### config.mk
export PLATFORM = sky130hd
export DESIGN_NAME = controlTop
export DESIGN_NICKNAME = d
export VERILOG_FILES = /design/src/controlPkg.sv /design/src/controlTop.sv /design/src/controlDecoder.sv /design/src/stateSequencer.sv /design/src/opcodeDecoder.sv
export VERILOG_INCLUDE_DIRS = /design/src /design/src/src
export SDC_FILE = /design/constraint.sdc
export NUM_CORES = 1
export LEC_CHECK = 0
export BUFFER_PORTS_ARGS = -buffer_cell sky130_fd_sc_hd__buf_2
export CORE_MARGIN = 10
export CORE_UTILIZATION = 42
export CTS_CLUSTER_SIZE = 16
export DETAILED_ROUTE_END_ITERATION = 16
export PLACE_DENSITY = 0.75
export SLEW_MARGIN = 20
export SYNTH_ARGS = -nofsm -noshare
export SYNTH_HDL_FRONTEND = slang
export SYNTH_SLANG_ARGS = --single-unit
### constraint.sdc
create_clock -name CLK -period 1.2 [get_ports CLK]
set_input_delay 0.24 -clock CLK [delete_from_list [all_inputs] [get_ports CLK]]
set_output_delay 0.24 -clock CLK [all_outputs]
set_load 0.02 [all_outputs]
### src/control_defines.svh
`ifndef CONTROL_DEFINES_SVH
`define CONTROL_DEFINES_SVH

// field widths.
`define OPCODE_WIDTH 4
`define STATE_WIDTH  5
`define ALU_OP_WIDTH 3
`define SEL_WIDTH    2
`define REG_SRC_WIDTH 3

// opcode field values as seen in the IR.
`define OP_ADD  4'd0
`define OP_AND  4'd1
`define OP_OR   4'd2
`define OP_SUB  4'd3
`define OP_SLT  4'd4
`define OP_JR   4'd5
`define OP_SW   4'd6
`define OP_BEQ  4'd8
`define OP_BNE  4'd9
`define OP_LW   4'd10
`define OP_ADDI 4'd11
`define OP_J    4'd12
`define OP_LUI  4'd14
`define OP_LI   4'd15

// datapath ALU function codes.
`define ALU_AND 3'd0
`define ALU_OR  3'd1
`define ALU_ADD 3'd2
`define ALU_SUB 3'd6
`define ALU_SLT 3'd7

// pc mux is parked here whenever the PC is not written.
`define PC_SRC_IDLE 2'd3

`endif
### src/controlPkg.sv
package controlPkg;

`include "control_defines.svh"

   typedef logic [`OPCODE_WIDTH-1:0]  opcodeT;
   typedef logic [`ALU_OP_WIDTH-1:0]  aluOpT;
   typedef logic [`SEL_WIDTH-1:0]     selT;
   typedef logic [`REG_SRC_WIDTH-1:0] regSrcT;

   // encodings follow the original numbering, 13 is left unused.
   typedef enum logic [`STATE_WIDTH-1:0] {
      fetch      = 5'd0,
      decode     = 5'd1,
      rExecute   = 5'd2,
      rWrite     = 5'd3,
      address    = 5'd4,
      lwExecute  = 5'd5,
      swDone     = 5'd6,
      lwDone     = 5'd7,
      jExecute   = 5'd8,
      jrExecute  = 5'd9,
      bExecute   = 5'd10,
      bneDone    = 5'd11,
      beqDone    = 5'd12,
      iExecute   = 5'd14,
      iWrite     = 5'd15,
      luiExecute = 5'd16,
      liExecute  = 5'd17
   } stateT;

   typedef enum logic [3:0] {
      rType, jumpReg, store, load, branchEq, branchNe,
      addImm, jump, loadUpper, loadImm, illegal
   } instrClassT;

   typedef struct packed {
      instrClassT instrClass;
      aluOpT      aluFunc;
   } instrInfoT;

   typedef struct packed {
      aluOpT  aluOp;
      selT    aluSrc1;
      selT    aluSrc2;
      selT    aluOutSrc;
      selT    pcSource;
      selT    iorD;
      regSrcT regSrc;
      logic   regWrite;
      logic   memWrite;
      logic   irWrite;
      logic   pcWrite;
      logic   mdrWrite;
      logic   beq;
      logic   bne;
   } controlWordT;

endpackage

### src/controlTop.sv
`timescale 1ns/1ns

module controlTop
   import controlPkg::*;
(
   input  logic        CLK,
   input  logic        Reset,
   input  opcodeT      opcode,
   output stateT       state,
   output controlWordT control
);

   instrInfoT info; // decoded opcode, shared by both consumers.

   opcodeDecoder opcodeDecoder
   (
      .opcode (opcode),
      .info   (info)
   );

   stateSequencer stateSequencer
   (
      .CLK   (CLK),
      .Reset (Reset),
      .info  (info),
      .state (state)
   );

   controlDecoder controlDecoder
   (
      .state   (state),
      .info    (info),
      .control (control)
   );

endmodule

### src/controlDecoder.sv
`timescale 1ns/1ns
`include "control_defines.svh"

module controlDecoder
   import controlPkg::*;
(
   input  stateT       state,
   input  instrInfoT   info,
   output controlWordT control
);

   always_comb
   begin
      control          = '0; // all strobes low unless a state raises them.
      control.pcSource = `PC_SRC_IDLE;
      case (state)
         fetch:
         begin
            control.aluOutSrc = 2'd1;
            control.aluSrc1   = 2'd2;
            control.aluSrc2   = 2'd1;
            control.aluOp     = `ALU_ADD; // pc + 4.
            control.irWrite   = 1'b1;
            control.pcWrite   = 1'b1;
            control.pcSource  = 2'd1;
         end
         decode:
         begin
            control.regWrite = 1'b1;
            control.aluSrc2  = 2'd2;
            control.aluOp    = `ALU_ADD;
         end
         rExecute:
         begin
            control.aluOutSrc = 2'd3;
            control.iorD      = 2'd1;
            control.mdrWrite  = 1'b1;
            control.aluSrc1   = 2'd3;
            control.aluOp     = info.aluFunc;
         end
         rWrite,
         iWrite:
         begin
            control.regWrite = 1'b1;
            control.regSrc   = 3'd4; // alu result.
         end
         address:
         begin
            control.aluOutSrc = 2'd3;
         end
         lwExecute:
         begin
            control.iorD = 2'd2;
         end
         swDone:
         begin
            control.memWrite = 1'b1;
            control.iorD     = 2'd1;
         end
         lwDone:
         begin
            control.regWrite = 1'b1;
            control.regSrc   = 3'd1; // memory data.
         end
         bExecute:
         begin
            // compare by subtraction.
            control.aluSrc1 = 2'd1;
            control.aluOp   = `ALU_SUB;
         end
         beqDone:
         begin
            control.beq       = 1'b1;
            control.aluOp     = `ALU_ADD;
            control.aluSrc1   = 2'd2;
            control.aluSrc2   = 2'd3;
            control.aluOutSrc = 2'd1;
            control.pcWrite   = 1'b1;
         end
         bneDone:
         begin
            control.bne       = 1'b1;
            control.aluOp     = `ALU_ADD;
            control.aluSrc1   = 2'd2;
            control.aluSrc2   = 2'd3;
            control.aluOutSrc = 2'd1;
            control.pcWrite   = 1'b1;
         end
         jExecute:
         begin
            control.pcWrite  = 1'b1;
            control.pcSource = 2'd2; // jump target.
         end
         jrExecute:
         begin
            control.iorD     = 2'd2;
            control.regWrite = 1'b1;
            control.pcWrite  = 1'b1;
            control.pcSource = 2'd1;
         end
         iExecute:
         begin
            control.aluOp = info.aluFunc;
         end
         luiExecute:
         begin
            control.regWrite = 1'b1;
            control.regSrc   = 3'd2;
         end
         liExecute:
         begin
            control.regWrite  = 1'b1;
            control.aluOutSrc = 2'd2;
         end
         default:
         begin
            // unused encodings keep the idle word.
            control.pcSource = `PC_SRC_IDLE;
         end
      endcase
   end

endmodule

### src/stateSequencer.sv
`timescale 1ns/1ns

module stateSequencer
   import controlPkg::*;
(
   input  logic      CLK,
   input  logic      Reset,
   input  instrInfoT info,
   output stateT     state
);

   stateT nextState;

   always_ff @(posedge CLK or posedge Reset)
   begin
      if (Reset)
      begin
         state <= fetch;
      end
      else
      begin
         state <= nextState;
      end
   end

   always_comb
   begin
      nextState = fetch; // last state of every flow.
      case (state)
         fetch:
         begin
            nextState = decode;
         end
         decode:
         begin
            case (info.instrClass)
               rType:     nextState = rExecute;
               store,
               load:      nextState = address;
               branchEq,
               branchNe:  nextState = bExecute;
               addImm:    nextState = iExecute;
               jump:      nextState = jExecute;
               jumpReg:   nextState = jrExecute;
               loadUpper: nextState = luiExecute;
               loadImm:   nextState = liExecute;
               default:   nextState = fetch; // illegal opcode is skipped.
            endcase
         end
         address:
         begin
            if (info.instrClass == store)
            begin
               nextState = swDone;
            end
            else
            begin
               nextState = lwExecute;
            end
         end
         lwExecute:
         begin
            nextState = lwDone;
         end
         bExecute:
         begin
            // the opcode is held, so the class still tells beq from bne.
            nextState = (info.instrClass == branchEq) ? beqDone : bneDone;
         end
         rExecute:
         begin
            nextState = rWrite;
         end
         iExecute:
         begin
            nextState = iWrite;
         end
         default:
         begin
            nextState = fetch;
         end
      endcase
   end

endmodule

### src/opcodeDecoder.sv
`timescale 1ns/1ns
`include "control_defines.svh"

module opcodeDecoder
   import controlPkg::*;
(
   input  opcodeT    opcode,
   output instrInfoT info
);

   always_comb
   begin
      info.instrClass = illegal; // 7, 13 and anything unlisted.
      info.aluFunc    = `ALU_ADD;
      case (opcode)
         `OP_ADD:
         begin
            info.instrClass = rType;
         end
         `OP_AND:
         begin
            info.instrClass = rType;
            info.aluFunc    = `ALU_AND;
         end
         `OP_OR:
         begin
            info.instrClass = rType;
            info.aluFunc    = `ALU_OR;
         end
         `OP_SUB:
         begin
            info.instrClass = rType;
            info.aluFunc    = `ALU_SUB;
         end
         `OP_SLT:
         begin
            info.instrClass = rType;
            info.aluFunc    = `ALU_SLT;
         end
         `OP_JR:   info.instrClass = jumpReg;
         `OP_SW:   info.instrClass = store;
         `OP_BEQ:  info.instrClass = branchEq;
         `OP_BNE:  info.instrClass = branchNe;
         `OP_LW:   info.instrClass = load;
         `OP_ADDI: info.instrClass = addImm;
         `OP_J:    info.instrClass = jump;
         `OP_LUI:  info.instrClass = loadUpper;
         `OP_LI:   info.instrClass = loadImm;
         default:
         begin
            info.instrClass = illegal;
         end
      endcase
   end

endmodule

==> flow_summary.ini, run 1 <==
[synth]
yosysSeqAreaShare_pct = 15.8
synth_edf_count = 0
ys_types = 43
ys_ff_latch = 5
syn-instance-count = 116
synthArstFlopShare_pct = 100
synth_top_cell_by_area = dfrtp_1
avgSynthCellArea_um2 = 6.83
syn_nets = 122
syn_area_um2 = 792
ys.flop_type = dfrtp_1
synth_top_area_share_pct = 15.8
yosysWarnings = 0
synth.area.top_cells = dfrtp_1, nor2_1, nand2b_1

[status]
stop_error = [ERROR DPL-0038] Utilization greater than 100%, impossible to legalize
lastStage = clock tree synthesis
status = did not finish

[floorplan]
die_w_um = 63.4
rows = 15
die_h_um = 63.4
io-pin-count = 34
start_util_pct = 44.9

[cts]
clock-sinks = 5
cts_made_buffers = 3
cts_root_buf = clkbuf_4
cts.path.max_buffers = 2
cts_resized = 85
htreeDepth = 1
holdBufCountCts = 1
post_cts_buffers = 14

[placed_design]
place_congestion = 0.925
io_buffers = 33
dp_hpwl_mm = 2.61
dp_slack_ns = -0.373
==> synthesized netlist by cell type (all sizes together) (2+ instances only) <==
| cell type | number |
|---|---|
| nor2b | 3 |
| buf | 10 |
| nor3b | 2 |
| xnor2 | 2 |
| nand2 | 5 |
| or3 | 3 |
| o311ai | 2 |
| a21oi | 7 |
| o21ai | 4 |
| and2b | 2 |
| nand2b | 8 |
| xor2 | 2 |
| o22ai | 2 |
| nor2 | 23 |
| inv | 3 |
| a211oi | 2 |
| dfrtp | 5 |
| nor3 | 8 |
| nand3 | 3 |
==> metrics by stage <==
| step | instances | util, % | cell area [um^2] |
|---|---|---|---|
| floorplan | 116 | - | 976 |
| global placement | 207 | 80.6 | 1420 |
| detailed placement | 207 | 80.6 | 1420 |
==> cells by family after synthesis <==
kind of cell | share of synthesized area [%]
buf+inv | 8.85
compound gates | 22.0
simple gates | 49.0
xor+xnor | 4.42
flops | 15.8
==> inputs of run 2 (changes only) <==
--- a/config.mk
+++ b/config.mk
@@ -7,11 +7,10 @@
 export NUM_CORES = 1
 export LEC_CHECK = 0
 export BUFFER_PORTS_ARGS = -buffer_cell sky130_fd_sc_hd__buf_2
-export CORE_MARGIN = 10
-export CORE_UTILIZATION = 42
-export CTS_CLUSTER_SIZE = 16
+export CORE_AREA = 10 10 71 73
 export DETAILED_ROUTE_END_ITERATION = 16
-export PLACE_DENSITY = 0.75
+export DIE_AREA = 0 0 81 83
+export PLACE_DENSITY_LB_ADDON = 0.15
 export SLEW_MARGIN = 20
 export SYNTH_ARGS = -nofsm -noshare
 export SYNTH_HDL_FRONTEND = slang
==> constraint.sdc (replaced) <==
create_clock -name CLK -period 1.55 [get_ports CLK]
set_input_delay 0.31 -clock CLK [delete_from_list [all_inputs] [get_ports CLK]]
set_output_delay 0.31 -clock CLK [all_outputs]
set_load 0.02 [all_outputs]
==> run 2 against run 1 <==
The flow now finishes, with violations (negative setup slack). Synthesized area stayed put. Synthesized cell count unchanged.
==> flow_summary.ini, run 2 <==
[layout]
fin_nets = 199
largest-register = stateSequencer.state
areaGrowthSynthToFinish_pct = 131
antenna_cells = 0
top_regs = stateSequencer.state (5)
drive_above_1_share_pct = 71.9
fillCellCount = 366
final_cell_mix = buf_4, buf_6, buf_2, nor2_1, nor2_4
largest_reg_flops = 5
layout_commonest_cell = buf_4

[floorplan]
die-area_mm2 = 0.00672
start_util_pct = 21.8
io-pin-count = 34
die_w_um = 81
rows = 22
core_mm2 = 0.00363
die_h_um = 83

[pwr]
leakagePower_nw = 0.791
vdd_drop_max_uv = 563
p_int_w = 0.00221
power_density_mw_per_mm2 = 2290
seqPwrFrac_pct = 6.8
combPwrFrac_pct = 87.5
switching_power_w = 0.00198
clkPwrFrac_pct = 5.7
switching_share_pct = 47.2

[synth]
yosysWarnings = 0
synth.area.top_cells = dfrtp_1, nor2_1, nand2b_1
ys_ff_latch = 5
syn-instance-count = 116
ys.flop_type = dfrtp_1
synthArstFlopShare_pct = 100
synth_edf_count = 0
ys_types = 43
avgSynthCellArea_um2 = 6.83
syn_area_um2 = 792
post-synth-top-count-cell = nor2_1
yosysSeqAreaShare_pct = 15.8
synth_top_area_share_pct = 15.8
synth_top_cell_by_area = dfrtp_1
synth_common_cells = nor2_1, buf_2, a21oi_1, nand2b_1, nor3_1
syn_nets = 122

[critical_path]
worstPathArrival_ns = 1.53
critPathKind = reg -> out
timing.rr.end = stateSequencer.state[2]
rr_worst_depth = 6
cp.required_ns = 1.24
crit_fanout = 8
end_kind = output port
critPathMaxStageDelay_ns = 0.45
crit_slowest_cell = dfrtp_2
critPathLaunchType = flip-flop
r2r_slack_ns = 0.02
path_cells = or3_4, a21oi_4, nor2_4, o21bai_4, buf_6
worstReg2RegStart = stateSequencer.state[3]

[run]
cap_violations = 0

[sta]
clock_skew_ns = 0.00238
slew-limit-headroom_pct = 77.5
finalHoldViolCount = 0
holdWs_ns = 0.526
timing.final.crit_period_ns = 1.84
setup_viol = 23
slew_viol_final = 0
max_freq_ghz = 0.544
worst_pin_slew_ns = 0.335
layout_setup_ws_ns = -0.289
tns_ns = -4.51
min_period_over_period_pct = 119
rsz0062_at_grt = yes

[cts]
clk_pin_slew_worst_paths_ns = 0.04
cts_root_buf = clkbuf_8
htreeDepth = 1
cts_made_buffers = 3
insertion_delay_ns = 0.22
cts_tree = built
cts.path.max_buffers = 2
clock-sinks = 5

[detailed_routing]
firstDrtPassIters = 4
routedWlPerCell_um = 14.0
vias = 1119
postRouteAntennaNets = 0
drtIter0Drc = 30
viasPerCell = 4.66
drt_wl_total_mm = 3.37
post-route-drc-count = 0

[hold_path]
min_path_type = in -> async

[global_route]
grt_max_degree = 12
grt_pass1_wl_mm = 5.27
grt_pass1_vias = 1150
grt-ovfl-total = 0
antenna_found_initial = 0
grt_usage_pct = 9.51

[placed_design]
dp_hpwl_mm = 2.62
io_buffers = 33
place_congestion = 0.794

[status]
status = finished, violations left
violations = negative setup slack
-- run 2: cell counts after synthesis --
No cell type changed its count.
-- run 2: cell type report --
cell class                      instances  area (um^2)  area share [%]
Tap cell                               48         60.1            3.29
Clock buffer                            4         45.0            2.47
Inverter                                3         15.0           0.822
Multi-Input combinational cell         97          892            48.8
Timing Repair Buffer                   83          683            37.4
Sequential cell                         5          131            7.19
-- run 2: worst max path at each step --
stage	slack (ns)	start	cells after the start	to
finish	-0.29	stateSequencer.state[1]	5	control[19]
CTS	-0.29	stateSequencer.state[1]	5	control[19]
floorplan	-0.13	stateSequencer.state[0]	4	control[19]
detailed placement	-0.1	stateSequencer.state[1]	3	control[15]
global route	-0.34	stateSequencer.state[1]	6	control[14]
global placement	-0.1	stateSequencer.state[1]	5	control[19]
-- run 2: per-stage QoR --
step	area (um^2)	utilization, %	power (W)	worst slack, ns	instances
4_1_cts	1640	45.2	0.00381	-0.294	233
3_5_place_dp	1360	37.4	0.00303	-0.0972	223
3_3_place_gp	1360	37.4	0.00301	-0.0988	223
2_1_floorplan	932	-	0.00204	-0.132	116
6_report	1830	50.3	0.00418	-0.289	240
5_1_grt	1830	50.3	0.00448	-0.344	240
-- run 2: kinds of logic after synthesis --
logic type                Yosys count  share of synthesized area (%)
AOI/OAI and AO/OA                  26                           22.0
DFF                                 5                           15.8
xor gates and xnor gates            4                           4.42
and+or+nand+nor                    67                           49.0
buffers and inverters              14                           8.85
-- run 2: timing repair --
item                                    4_1_cts  5_1_grt
cloned                                        0        1
hold endpoints to repair                      5        0
buffers inserted                              5        7
endpoints found under the setup margin       26       27
hold buffers                                  1        0
resized for setup                            51       30
pin swaps                                    13       16
-- run 2: layer usage --
layer,wire (um),global-route usage [%]
met1,1440,11.0
met2,1720,16.6
met3,173,1.72
met4,36,3.29
met5,0,0
-- run 2: worst max-delay path, delay by kind of cell, from the launching register on --
family | cells | cell delay, ns
AND/OR/NAND/NOR | 2 | 0.46
flip-flops | 1 | 0.45
AO/OA/AOI/OAI | 2 | 0.26
buffers and inverters | 1 | 0.13
-- run 2: power by group through the flow --
stage / Sequential (W) / Combinational, W / Clock, W
finish: 0.000285 / 0.00366 / 0.000239
global route: 0.000296 / 0.00393 / 0.000257
CTS: 0.000285 / 0.00329 / 0.000243
detailed placement: 0.000283 / 0.00274 / 0
global placement: 0.000280 / 0.00273 / 0
floorplan: 0.000326 / 0.00171 / 0
No activity file was read; power rests on OpenSTA's default activity.
==> inputs of run 3 (changes only) <==
==> constraint.sdc (replaced) <==
create_clock -name CLK -period 1.55 [get_ports CLK]
set_input_delay 0.31 -clock CLK [delete_from_list [all_inputs] [get_ports CLK]]
set_output_delay 0.31 -clock CLK [all_outputs]
set_load 0.005 [all_outputs]
==> run 3 against run 2 <==
The flow still finishes with violations (negative setup slack). Clock skew grew 0.0019 ns. Combinational power decreased by 27%. Worst setup slack gained 0.039 ns. Via count is 2.2% lower. Count of clock-buffer cells in the layout did not move. Largest cell class unchanged. Highest routed layer unchanged.
==> flow_summary.ini, run 3 (synthesis gave the netlist of run 2 again) <==
[layout]
final_cell_mix = buf_2, buf_4, nor2_1, buf_6, nand2b_4
areaGrowthSynthToFinish_pct = 107
final_util_pct = 45.1
fin_nets = 197
fillCellCount = 388
top_regs = stateSequencer.state (5)
layout_commonest_cell = buf_2
antenna_cells = 0
final_area_mm2 = 0.00164
drive_above_1_share_pct = 65.3
largest-register = stateSequencer.state
fin_cells = 238
largest_reg_flops = 5

[placed_design]
placed_area_mm2 = 0.00121
dpl.cell_count = 220
dp_hpwl_mm = 2.43
place_congestion = 0.804
io_buffers = 33

[detailed_routing]
postRouteAntennaNets = 0
drtIter0Drc = 48
vias = 1094
viasPerCell = 4.60
post-route-drc-count = 0
routedWlPerCell_um = 13.2
drt_wl_total_mm = 3.14
firstDrtPassIters = 4

[cts]
cts_root_buf = clkbuf_8
cts_made_buffers = 3
cts.path.max_buffers = 2
clock-sinks = 5
insertion_delay_ns = 0.22
cts_tree = built
htreeDepth = 1
clk_pin_slew_worst_paths_ns = 0.04

[critical_path]
timing.rr.end = stateSequencer.state[1]
worstReg2RegStart = stateSequencer.state[1]
critPathKind = reg -> out
crit_fanout = 7
critPathLaunchType = flip-flop
rr_worst_depth = 4
cp.required_ns = 1.24
worstPathArrival_ns = 1.49
r2r_slack_ns = -0.05
end_kind = output port

[floorplan]
die_w_um = 81
io-pin-count = 34
start_util_pct = 21.8
die-area_mm2 = 0.00672
rows = 22
core_mm2 = 0.00363
die_h_um = 83

[sta]
rsz0062_at_grt = yes
setup_viol = 24
finalHoldViolCount = 0
max_freq_ghz = 0.555
min_period_over_period_pct = 116
slew_viol_final = 0
clock_skew_ns = 0.00431
slew-limit-headroom_pct = 76.8
layout_setup_ws_ns = -0.250
worst_pin_slew_ns = 0.345
timing.final.crit_period_ns = 1.80

[pwr]
leakagePower_nw = 0.767
switching_share_pct = 42.8
vdd_drop_max_uv = 500
combPwrFrac_pct = 83.3
power_density_mw_per_mm2 = 1960
seqPwrFrac_pct = 9.1
p_int_w = 0.00184
switching_power_w = 0.00137
clkPwrFrac_pct = 7.6

[global_route]
grt_max_degree = 11
antenna_found_initial = 0
grt_pass1_vias = 1061
grt_usage_pct = 8.65
grt-ovfl-total = 0
grt_pass1_wl_mm = 4.97

[status]
violations = negative setup slack
status = finished, violations left

[hold_path]
min_path_type = in -> async

[run]
cap_violations = 0
## run 3: changes by cell type in the layout (fill, tap and decap cells not counted), moves of 5 or more
cell    change
buf_2      +19
buf_4      -16
buf_6       -5
nor2_1      +9
nor2_4      -7
## run 3: layer usage
metal,share of wire [%],track usage (%),up-vias
met2,48,13.7,24
li1,-,-,559
met4,0.70,2.82,0
met3,8.1,2.48,2
met1,43,10.8,509
met5,0,0,-
## run 3: how the worst max path moves through the flow
stage | endpoint | slack, ns | cells after the start | startpoint
CTS | control[19] | -0.25 | 5 | stateSequencer.state[1]
detailed placement | control[15] | -0.09 | 5 | stateSequencer.state[0]
finish | control[13] | -0.25 | 4 | stateSequencer.state[0]
floorplan | control[13] | 0.06 | 3 | stateSequencer.state[3]
global route | control[19] | -0.33 | 5 | stateSequencer.state[1]
global placement | control[19] | -0.07 | 5 | stateSequencer.state[3]
## run 3: stage by stage
step / power [W] / hold slack, ns / setup WS (ns) / setup TNS [ns]
global placement: 0.00220 / 0.209 / -0.0661 / -0.300
global route: 0.00349 / 0.570 / -0.329 / -5.52
floorplan: 0.00125 / 0.0885 / 0.0641 / 0
detailed placement: 0.00220 / 0.219 / -0.0938 / -0.571
finish: 0.00321 / 0.524 / -0.250 / -3.70
CTS: 0.00292 / 0.530 / -0.252 / -3.44
## run 3: layout make-up
type,instances,area [um^2],area share (%)
clock buffer,4,45.0,2.75
inverter,3,11.3,0.688
multi-input combinational,97,788,48.1
sequential,5,131,8.02
tap,48,60.1,3.67
timing repair buffer,81,602,36.7
## run 3: critical path: stages (launching register included)
cell and delay (ns):
dfrtp_2 0.45, buf_4 0.15, xor2_1 0.12, or4_1 0.40, buf_2 0.14
## run 3: what timing repair did
item	in CTS	in global routing
endpoints found under the setup margin	23	25
resized for setup	43	21
setup buffers	9	4
hold endpoints to repair	5	0
hold buffers	1	0
pin swaps	16	9
## run 3: power by group through the flow
stage | Combinational [W] | Clock, W | Sequential, W
after global routing | 0.00293 | 0.000257 | 0.000303
after detailed placement | 0.00193 | 0 | 0.000271
after floorplan | 0.00100 | 0 | 0.000252
after global placement | 0.00193 | 0 | 0.000269
after CTS | 0.00239 | 0.000248 | 0.000282
final | 0.00267 | 0.000244 | 0.000293
==> inputs of run 4 (changes only) <==
==> constraint.sdc (replaced) <==
create_clock -name CLK -period 1.85 [get_ports CLK]
set_input_delay 0.37 -clock CLK [delete_from_list [all_inputs] [get_ports CLK]]
set_output_delay 0.37 -clock CLK [all_outputs]
set_load 0.005 [all_outputs]
==> run 4 against run 3 <==
Non-clock buffer count down 30. Count of clock-buffer cells in the layout unchanged. Final cell count down 13%. Clock power down 20%. The run still ends with negative setup slack left. Critical path type unchanged.
==> flow_summary.ini, run 4 (synthesis gave the netlist of run 2 again) <==
[sta]
max_freq_ghz = 0.535
slew_viol_final = 0
rsz0062_at_grt = yes
clock_skew_ns = 0.00213
worst_pin_slew_ns = 0.357
min_period_over_period_pct = 101
timing.final.crit_period_ns = 1.87
layout_setup_ws_ns = -0.0198
finalHoldViolCount = 0
slew-limit-headroom_pct = 76.0
setup_viol = 1

[cts]
clk_pin_slew_worst_paths_ns = 0.03
cts.path.max_buffers = 2
clock-sinks = 5
cts_tree = built
cts_root_buf = clkbuf_8
insertion_delay_ns = 0.22
htreeDepth = 1
cts_made_buffers = 3

[floorplan]
die_h_um = 83
start_util_pct = 21.8
rows = 22
io-pin-count = 34
core_mm2 = 0.00363
die_w_um = 81
die-area_mm2 = 0.00672

[critical_path]
worstPathArrival_ns = 1.50
end_kind = output port
critPathLaunchType = flip-flop
cp.required_ns = 1.48
critPathKind = reg -> out
crit_fanout = 6

[status]
status = finished, violations left
violations = negative setup slack

[layout]
final_cell_mix = buf_2, nor2_1, buf_4, nand2b_1
multi_input_area_um2 = 648
largest_reg_flops = 5
layout_commonest_cell = buf_2
antenna_cells = 0
top_regs = stateSequencer.state (5)
regArea_um2 = 131
fin_nets = 167
areaGrowthSynthToFinish_pct = 51.7
largest-register = stateSequencer.state
final_util_pct = 33.1
fillCellCount = 409
drive_above_1_share_pct = 47.5

[global_route]
grt_pass1_vias = 1010
grt_usage_pct = 8.63
antenna_found_initial = 0
gr-usage-met1_pct = 11.1
met2_usage_pct = 13.3
use_met3_pct = 2.37
grt_max_degree = 17
grt-ovfl-total = 0
grt_pass1_wl_mm = 4.91
busiest_layer = met2

[placed_design]
io_buffers = 33
dp_hpwl_mm = 2.25
place_congestion = 0.761
dp_slack_ns = 0.127

[detailed_routing]
drt_wl_total_mm = 2.93
vias = 995
viasPerCell = 4.78
postRouteAntennaNets = 0
drtIter0Drc = 49
post-route-drc-count = 0
routedWlPerCell_um = 14.1
firstDrtPassIters = 4

[pwr]
switching_share_pct = 46.4
totalPowerFinal_w = 0.00197
p_int_w = 0.00105
combPwrFrac_pct = 78.2
seqPwrFrac_pct = 11.8
vdd_drop_max_uv = 354
switching_power_w = 0.000914
power_density_mw_per_mm2 = 1640
leakagePower_nw = 0.552
clkPwrFrac_pct = 9.9

[hold_path]
min_path_type = in -> async

[run]
cap_violations = 0
==> run 4: cell types whose count changed in the layout (fill, tap and decap cells not counted), moves of 3 or more <==
cell and change:
buf_4 -14, a21oi_1 +3, nand2b_1 +6, buf_6 -17
nand2b_4 -7
==> run 4: routing by layer <==
layer	part of all wire [%]	vias up
met5	0	-
met4	0.65	0
met3	8.4	2
met2	45	28
met1	46	468
li1	-	497
==> run 4: worst paths after layout <==
path	start	end	slack, ns	cells past startpoint
max	stateSequencer.state[0]	control[19]	-0.02	5
min	Reset	stateSequencer.state[3]	0.04	2
max reg2reg	stateSequencer.state[2]	stateSequencer.state[0]	0.42	4
min reg2reg	stateSequencer.state[4]	stateSequencer.state[2]	0.71	2
max in group asynchronous	Reset	stateSequencer.state[2]	1.63	2
min in group CLK	opcode[1]	stateSequencer.state[2]	0.50	3
==> run 4: final cells by class <==
type                       instances  share of cell area (%)
timing repair buffer              51                    25.4
sequential                         5                    10.9
inverter                           3                   0.938
multi-input combinational         97                    54.0
tap                               48                    5.00
clock buffer                       4                    3.75
==> run 4: metrics by stage <==
step	instance area, um^2	hold WS (ns)	cells	setup TNS, ns
3_3_place_gp	1050	0.269	198	0
2_1_floorplan	792	0.149	116	0
5_1_grt	1200	0.0587	208	-0.515
4_1_cts	1170	0.0426	208	-0.0384
6_report	1200	0.0382	208	-0.0198
3_5_place_dp	1050	0.275	198	0
==> run 4: power by group through the flow <==
stage / Clock (W) / Combinational [W] / Sequential, W
final: 0.000195 / 0.00154 / 0.000233
after floorplan: 0 / 0.000839 / 0.000211
after global routing: 0.000212 / 0.00171 / 0.000246
after global placement: 0 / 0.00138 / 0.000243
after CTS: 0.000202 / 0.00150 / 0.000226
after detailed placement: 0 / 0.00137 / 0.000243
==> run 4: what timing repair did <==
| action | 4_1_cts | 5_1_grt |
|---|---|---|
| hold buffers | 0 | 0 |
| pin swaps | 1 | 5 |
| hold endpoints to repair | 0 | 0 |
| gates cloned | 0 | 0 |
| setup buffers | 6 | 0 |
| resized for setup | 10 | 11 |
| endpoints found under the setup margin | 9 | 13 |
==> run 4: worst max-delay path: stages (launching register included) <==
cell      delay (ns)
dfrtp_2         0.42
nand2b_2        0.22
or2_4           0.27
nor3_2          0.12
o21bai_1        0.12
buf_2           0.12
